## config.mk

```make
export PLATFORM = sky130hd
export DESIGN_NAME = wb_master_bridge_flat
export DESIGN_NICKNAME = d
export VERILOG_FILES = /design/src/hw/wb_pkg.sv /design/src/hw/wb_bus_if.sv /design/src/hw/mem_req_if.sv /design/src/hw/wb_master_bridge.sv /design/src/flat_wrapper.sv
export SDC_FILE = /design/constraint.sdc
export NUM_CORES = 1
export LEC_CHECK = 0
export ABC_CLOCK_PERIOD_IN_PS = 2900
export BUFFER_PORTS_ARGS = -buffer_cell sky130_fd_sc_hd__buf_2
export CAP_MARGIN = 0
export CORE_MARGIN = 2
export CORE_UTILIZATION = 45
export CTS_CLUSTER_DIAMETER = 60
export DETAILED_ROUTE_END_ITERATION = 12
export GPL_TIMING_DRIVEN = 0
export HOLD_SLACK_MARGIN = 0.1
export MAX_ROUTING_LAYER = met4
export PLACE_DENSITY = 0.78
export SYNTH_ARGS = -nofsm -noshare
export SYNTH_HDL_FRONTEND = slang
export SYNTH_SLANG_ARGS = --single-unit
```

## constraint.sdc

```tcl
create_clock -name clk -period 2.9 [get_ports clk]
set_input_delay 0.145 -clock clk [delete_from_list [all_inputs] [get_ports clk]]
set_output_delay 0.145 -clock clk [all_outputs]
set_load 0.005 [all_outputs]
```

## src/hw/wb_pkg.sv

```systemverilog
`default_nettype none

package wb_pkg;

	localparam int ADDR_W  = 32;
	localparam int DATA_W  = 32;
	localparam int SEL_W   = DATA_W / 8;     // One select bit per byte lane
	localparam int STALL_W = 6;

	typedef logic [ADDR_W-1:0]  wb_addr_t;
	typedef logic [DATA_W-1:0]  wb_data_t;
	typedef logic [SEL_W-1:0]   wb_sel_t;
	typedef logic [STALL_W-1:0] stall_vec_t;  // Bit 0 is PC, bit 5 is write-back

	localparam stall_vec_t STALL_NONE = 6'b000000;
	localparam stall_vec_t STALL_MEM  = 6'b011111;  // PC through memory stage
	localparam stall_vec_t STALL_ALL  = 6'b111111;

	// Bridge FSM states
	typedef enum logic [1:0] {
		WB_IDLE           = 2'b00,
		WB_BUSY           = 2'b01,
		WB_WAIT_FOR_STALL = 2'b11
	} wb_state_t;

endpackage

`default_nettype wire

```

## src/hw/wb_bus_if.sv

```systemverilog
`timescale 1ns/100ps
`default_nettype none

interface wb_bus_if
	import wb_pkg::*;
();

	logic     cyc;
	logic     stb;
	wb_addr_t adr;
	wb_data_t dat_w;
	logic     we;
	wb_sel_t  sel;
	wb_data_t dat_r;
	logic     ack;   // One pulse per cycle

	modport master (
		output cyc, stb, adr, dat_w, we, sel,
		input  dat_r, ack
	);

	modport slave (
		input  cyc, stb, adr, dat_w, we, sel,
		output dat_r, ack
	);

endinterface

`default_nettype wire

```

## src/hw/mem_req_if.sv

```systemverilog
`timescale 1ns/100ps
`default_nettype none

interface mem_req_if
	import wb_pkg::*;
();

	logic     ce;     // Held until ack with stall clear
	wb_addr_t addr;
	wb_data_t wdata;
	logic     we;
	wb_sel_t  sel;
	wb_data_t rdata;
	logic     ack;

	modport requester (
		output ce, addr, wdata, we, sel,
		input  rdata, ack
	);

	modport bridge (
		input  ce, addr, wdata, we, sel,
		output rdata, ack
	);

endinterface

`default_nettype wire

```

## src/hw/wb_master_bridge.sv

```systemverilog
`timescale 1ns/100ps
`default_nettype none

module wb_master_bridge
	import wb_pkg::*;
(
	input  logic       clk,
	input  logic       rst_i,
	input  stall_vec_t stall_i,
	input  logic       flush_i,
	mem_req_if.bridge  req,
	wb_bus_if.master   bus,
	output logic       stall_req_o
);

	wb_state_t state;
	logic      cyc_q;
	logic      stb_q;
	logic      we_q;
	wb_addr_t  adr_q;
	wb_data_t  dat_w_q;
	wb_sel_t   sel_q;
	wb_data_t  rd_buf;
	wb_data_t  rdata;
	logic      start;
	logic      done;
	logic      abort;

	assign start = (state == WB_IDLE) && req.ce && !flush_i;
	assign done  = (state == WB_BUSY) && bus.ack;
	assign abort = (state == WB_BUSY) && !bus.ack && flush_i;

	always_ff @(posedge clk) begin
		if (rst_i) begin
			state <= WB_IDLE;
			cyc_q <= 1'b0;
			stb_q <= 1'b0;
			we_q  <= 1'b0;
		end else begin
			case (state)
				WB_IDLE: begin
					if (start) begin
						cyc_q <= 1'b1;
						stb_q <= 1'b1;
						we_q  <= req.we;
						state <= WB_BUSY;
					end
				end
				WB_BUSY: begin
					if (done || abort) begin   // Release the bus
						cyc_q <= 1'b0;
						stb_q <= 1'b0;
						we_q  <= 1'b0;
						state <= WB_IDLE;
					end
					if (done && stall_i != STALL_NONE) begin
						state <= WB_WAIT_FOR_STALL;
					end
				end
				WB_WAIT_FOR_STALL: begin
					if (stall_i == STALL_NONE) begin
						state <= WB_IDLE;
					end
				end
				default: state <= WB_IDLE;
			endcase
		end
	end

	// Request fields and read buffer
	always_ff @(posedge clk) begin
		if (start) begin
			adr_q   <= req.addr;
			dat_w_q <= req.wdata;
			sel_q   <= req.sel;
		end
		if (done) begin
			rd_buf <= we_q ? '0 : bus.dat_r;   // Registered we, not the live request
		end else if (abort) begin
			rd_buf <= '0;
		end
	end

	always_comb begin
		stall_req_o = 1'b0;
		rdata       = '0;
		case (state)
			WB_IDLE: stall_req_o = start;   // Stall from the first cycle of ce
			WB_BUSY: begin
				stall_req_o = !bus.ack;
				if (bus.ack && !we_q) begin
					rdata = bus.dat_r;
				end
			end
			WB_WAIT_FOR_STALL: rdata = rd_buf;   // Replay while held
			default: stall_req_o = 1'b0;
		endcase
	end

	assign req.rdata = rdata;
	assign req.ack   = done;
	assign bus.cyc   = cyc_q;
	assign bus.stb   = stb_q;
	assign bus.we    = we_q;
	assign bus.adr   = adr_q;
	assign bus.dat_w = dat_w_q;
	assign bus.sel   = sel_q;

	a_stb_in_cyc: assert property (@(posedge clk) disable iff (rst_i)
		bus.stb |-> bus.cyc);

	// Bus fields hold for the whole cycle
	a_busy_stable: assert property (@(posedge clk) disable iff (rst_i)
		(state == WB_BUSY && !bus.ack && !flush_i) |=>
		bus.cyc && $stable({bus.adr, bus.dat_w, bus.we, bus.sel}));

endmodule

`default_nettype wire

```

## src/flat_wrapper.sv

```systemverilog
// flat-port wrapper written by rule: the top's interface ports become plain ports
module wb_master_bridge_flat import wb_pkg::*;
  (clk, rst_i, stall_i, flush_i, stall_req_o, req_ce, req_addr, req_wdata, req_we, req_sel, req_rdata, req_ack, bus_cyc, bus_stb, bus_adr, bus_dat_w, bus_we, bus_sel, bus_dat_r, bus_ack);
  mem_req_if req_i ();
  wb_bus_if bus_i ();
  input  logic clk;
  input  logic rst_i;
  input  stall_vec_t stall_i;
  input  logic flush_i;
  output logic stall_req_o;
  input wire logic [$bits(req_i.ce)-1:0] req_ce;
  input wire logic [$bits(req_i.addr)-1:0] req_addr;
  input wire logic [$bits(req_i.wdata)-1:0] req_wdata;
  input wire logic [$bits(req_i.we)-1:0] req_we;
  input wire logic [$bits(req_i.sel)-1:0] req_sel;
  output wire logic [$bits(req_i.rdata)-1:0] req_rdata;
  output wire logic [$bits(req_i.ack)-1:0] req_ack;
  output wire logic [$bits(bus_i.cyc)-1:0] bus_cyc;
  output wire logic [$bits(bus_i.stb)-1:0] bus_stb;
  output wire logic [$bits(bus_i.adr)-1:0] bus_adr;
  output wire logic [$bits(bus_i.dat_w)-1:0] bus_dat_w;
  output wire logic [$bits(bus_i.we)-1:0] bus_we;
  output wire logic [$bits(bus_i.sel)-1:0] bus_sel;
  input wire logic [$bits(bus_i.dat_r)-1:0] bus_dat_r;
  input wire logic [$bits(bus_i.ack)-1:0] bus_ack;
  assign req_i.ce = req_ce;
  assign req_i.addr = req_addr;
  assign req_i.wdata = req_wdata;
  assign req_i.we = req_we;
  assign req_i.sel = req_sel;
  assign req_rdata = req_i.rdata;
  assign req_ack = req_i.ack;
  assign bus_cyc = bus_i.cyc;
  assign bus_stb = bus_i.stb;
  assign bus_adr = bus_i.adr;
  assign bus_dat_w = bus_i.dat_w;
  assign bus_we = bus_i.we;
  assign bus_sel = bus_i.sel;
  assign bus_i.dat_r = bus_dat_r;
  assign bus_i.ack = bus_ack;
  wb_master_bridge u_core (.clk(clk), .rst_i(rst_i), .stall_i(stall_i), .flush_i(flush_i), .req(req_i), .bus(bus_i), .stall_req_o(stall_req_o));
endmodule
```

==> summary.txt <==
Final layout
  • Final Util: 0.7288
  • Final nets: roughly 680
  • Fin area: ~0.0066 mm^2
  • Antenna Cells: 0
  • Synth-to-layout area growth: 59.10%
  • Share of cells above drive strength 1: 0.5087
  • Fill cell count: 606

Place
  • HPWL after DPL: 6846 um
  • Placer Congestion: between 0.8 and 0.9
  • Cell Area, Placed: between 0.005 and 0.006 mm^2
  • Port bufs: between 200 and 250
  • Setup Slack @ Placement: between 600 and 700 ps

Floorplanning
  • IO Pins: around 220
  • FP Rows: 35
  • Die height: 100.3 um
  • Core ar.: between 0.009 and 0.01 mm^2
  • Die ar.: slightly above 0.01 mm^2
  • DIE WIDTH: between 100 and 150 um
  • Starting Density: 0.4581

Global routing
  • Tot GR Track Use: 0.2383
  • Grt total ovfl: 0
  • First-pass GRT wire length: about 18000 um
  • Initial antenna violation count: 0
  • Largest net degree at the start of global routing: 70
  • Number of global-route vias before repair: between 3000 and 4000

Clocking
  • Clock sink count: roughly 100
  • Cts hold-fix bufs: 102
  • Max Root-Sink Buffers: 2
  • Total setup buffers inserted after CTS: 0
  • Clock Latency Late Sink: about 360 ps
  • TritonCTS clock tree: built
  • CTS root buffer: clkbuf_8
  • Num CTS Buffers: 9
  • Worst-path clk slew: roughly 100 ps
  • Post-CTS sizing: 0
  • H-tree Lvls: 3

Hold path
  • HP Start: bus_dat_r[25]
  • Tightest Hold Check Type: primary input to flop
  • WHS Endpoint: u_core.rd_buf[25]
  • Hold depth: 2

Routing
  • Vias: 3333
  • # DRC: 0
  • Routed WL: 11940 um
  • DRT iter0 DRCs: 139
  • Remaining antenna violation count: 0
  • Avg Vias per Cell: roughly 4.9
  • Pre-antenna DRT Iters: 4
  • Avg WL per Cell: ~17 um

Synthesis
  • Top cell type's share of synthesized area: 0.7196
  • Most used DFF post-synth: edfxtp_1
  • Count leader, synth: edfxtp_1
  • Most instantiated cells after synthesis: edfxtp_1, and2_1, a22oi_2, nor2b_1, nor2b_2
  • Adder-Cell Fraction of Synth Area: 0
  • #FFs+latches synth: between 100 and 150
  • Mux contribution to synthesized area: 0.002699
  • Mapped Area: about 0.0042 mm^2
  • Number of synthesized flops with an enable pin: 100
  • Xor and xnor area share after synthesis: 0
  • Synth Area in Compound Gates: 0.1034
  • Asr flop ratio synth: 0
  • Unique masters post-synth: 28
  • Area fraction in and, or, nand and nor cells after synthesis: 0.1280
  • Sequential fraction of the synthesis area: 0.7388
  • Yosys warning count: 0
  • Synth top area cells: edfxtp_1, a22oi_2, and2_1
  • Syn Area/Cell: around 17 um^2
  • Synthesized instance count: 241
  • Area leader, netlist: edfxtp_1
  • Post-Syn Nets: about 350
  • Largest family of logic cells by synthesized area: simple AND/OR/NAND/NOR gates

Status
  • Run status: finished clean

Pwr
  • Pwr dens: 459.9 mW/mm^2
  • Leak: 2.714 nW
  • Max VDD drop: 0.2649 mV

Timing
  • Slew Limit Fails: 0
  • Final Setup Violations: 0
  • Min Hold Slack: about 110 ps
  • RSZ-0062 raised after global routing: false
  • Slew headroom: 0.3898
  • Final WS setup: 841.0 ps
  • Worst-Margin Slew: between 900 and 1000 ps
  • Final min period: 2059 ps
  • Worst clock skew: around 9.8 ps
  • Fin crit share: 0.7100
  • Final Hold Vio Count: 0
  • Fmax: approximately 500 MHz

Critical path
  • Worst Setup SP: u_core.state[0]
  • R2R cell count: 3
  • Worst EP arrival: just over 2000 ps
  • Req. time, crit path: roughly 2900 ps
  • Worst r2r src: u_core.state[0]
  • Startpoint type of the worst setup path: flop
  • Flop2flop setup slack: ~840 ps
  • CP Capture Type: flop
  • RR Endpoint: u_core.rd_buf[15]
  • Worst-path maximum fanout: 32
  • Type of the worst setup path: flop to flop

Flow run
  • Max-cap viol count: 0
[layout by cell type (no fill, tap or decap), types with 2 or more instances in the layout]
master         count
buf_2            222
dlygate4sd3_1    102
edfxtp_1         100
and2_1            32
a22oi_2           28
nor2b_1           17
nor2b_2           16
clkbuf_8           9
clkbuf_1           5
buf_6              4
a22oi_1            4
dfxtp_1            4
nor2_1             3
o21ai_0            3
buf_4              2
nand2b_1           2
nor3_1             2
inv_6              2
[power by group]
part,internal (mW),switching (mW),leakage [nW]
Clock,0.334,0.538,0.0922
Combinational,0.240,0.187,1.65
Sequential,1.73,0.0242,0.974
[critical path, stage by stage, from the launching register on]
cell and delay (ps):
dfxtp_1 360, clkbuf_1 320, nand2b_1 220, nor2_4 760
[registers in the layout, indices dropped and copies added, names as in the netlist]
signal and count:
u_core.bus.adr 32, u_core.bus.cyc 1, u_core.bus.dat_w 32, u_core.bus.sel 4
u_core.bus.we 1, u_core.rd_buf 32, u_core.state 2
[stage by stage]
stage / std cells / TNS, ps / total power [mW]
global placement: 568 / -15540 / 2.078
CTS: 686 / 0 / 3.042
detailed placement: 568 / 0 / 2.087
finish: 687 / 0 / 3.053
global route: 687 / 0 / 3.164
floorplan: 241 / 0 / 1.919
[worst max-delay path by stage]
stage	to	slack, ps	depth (start not counted)
6_report	u_core.rd_buf[15]	840	3
3_5_place_dp	u_core.bus.adr[26]	620	2
2_1_floorplan	u_core.rd_buf[0]	400	3
5_1_grt	u_core.rd_buf[23]	630	3
4_1_cts	u_core.bus.we	60	5
3_3_place_gp	u_core.rd_buf[13]	-490	3
[cells by family after synthesis]
logic type | Yosys count
multiplexers | 1
AND/OR/NAND/NOR | 78
buffers and inverters | 18
AO/OA/AOI/OAI | 40
flip-flops | 104
[routing by layer]
metal	share of wire	wire, um	global-route usage
met1	0.38	4566	0.2766
met2	0.53	6357	0.4208
met3	0.066	791	0.04109
met4	0.019	229	0.07798
met5	0	0	-
[layout make-up]
| cell class | instances | area, um^2 | area share |
|---|---|---|---|
| sequential | 104 | 3083 | 0.4644 |
| timing repair buffer | 319 | 2130 | 0.3208 |
| multi-input combinational | 119 | 984.7 | 0.1483 |
| tap | 111 | 138.9 | 0.02092 |
| clock buffer | 10 | 127.6 | 0.01922 |
| buffer | 16 | 105.1 | 0.01583 |
| clock inverter | 6 | 61.31 | 0.009235 |
| inverter | 2 | 8.758 | 0.001319 |
(Power assumes the default switching activity.)
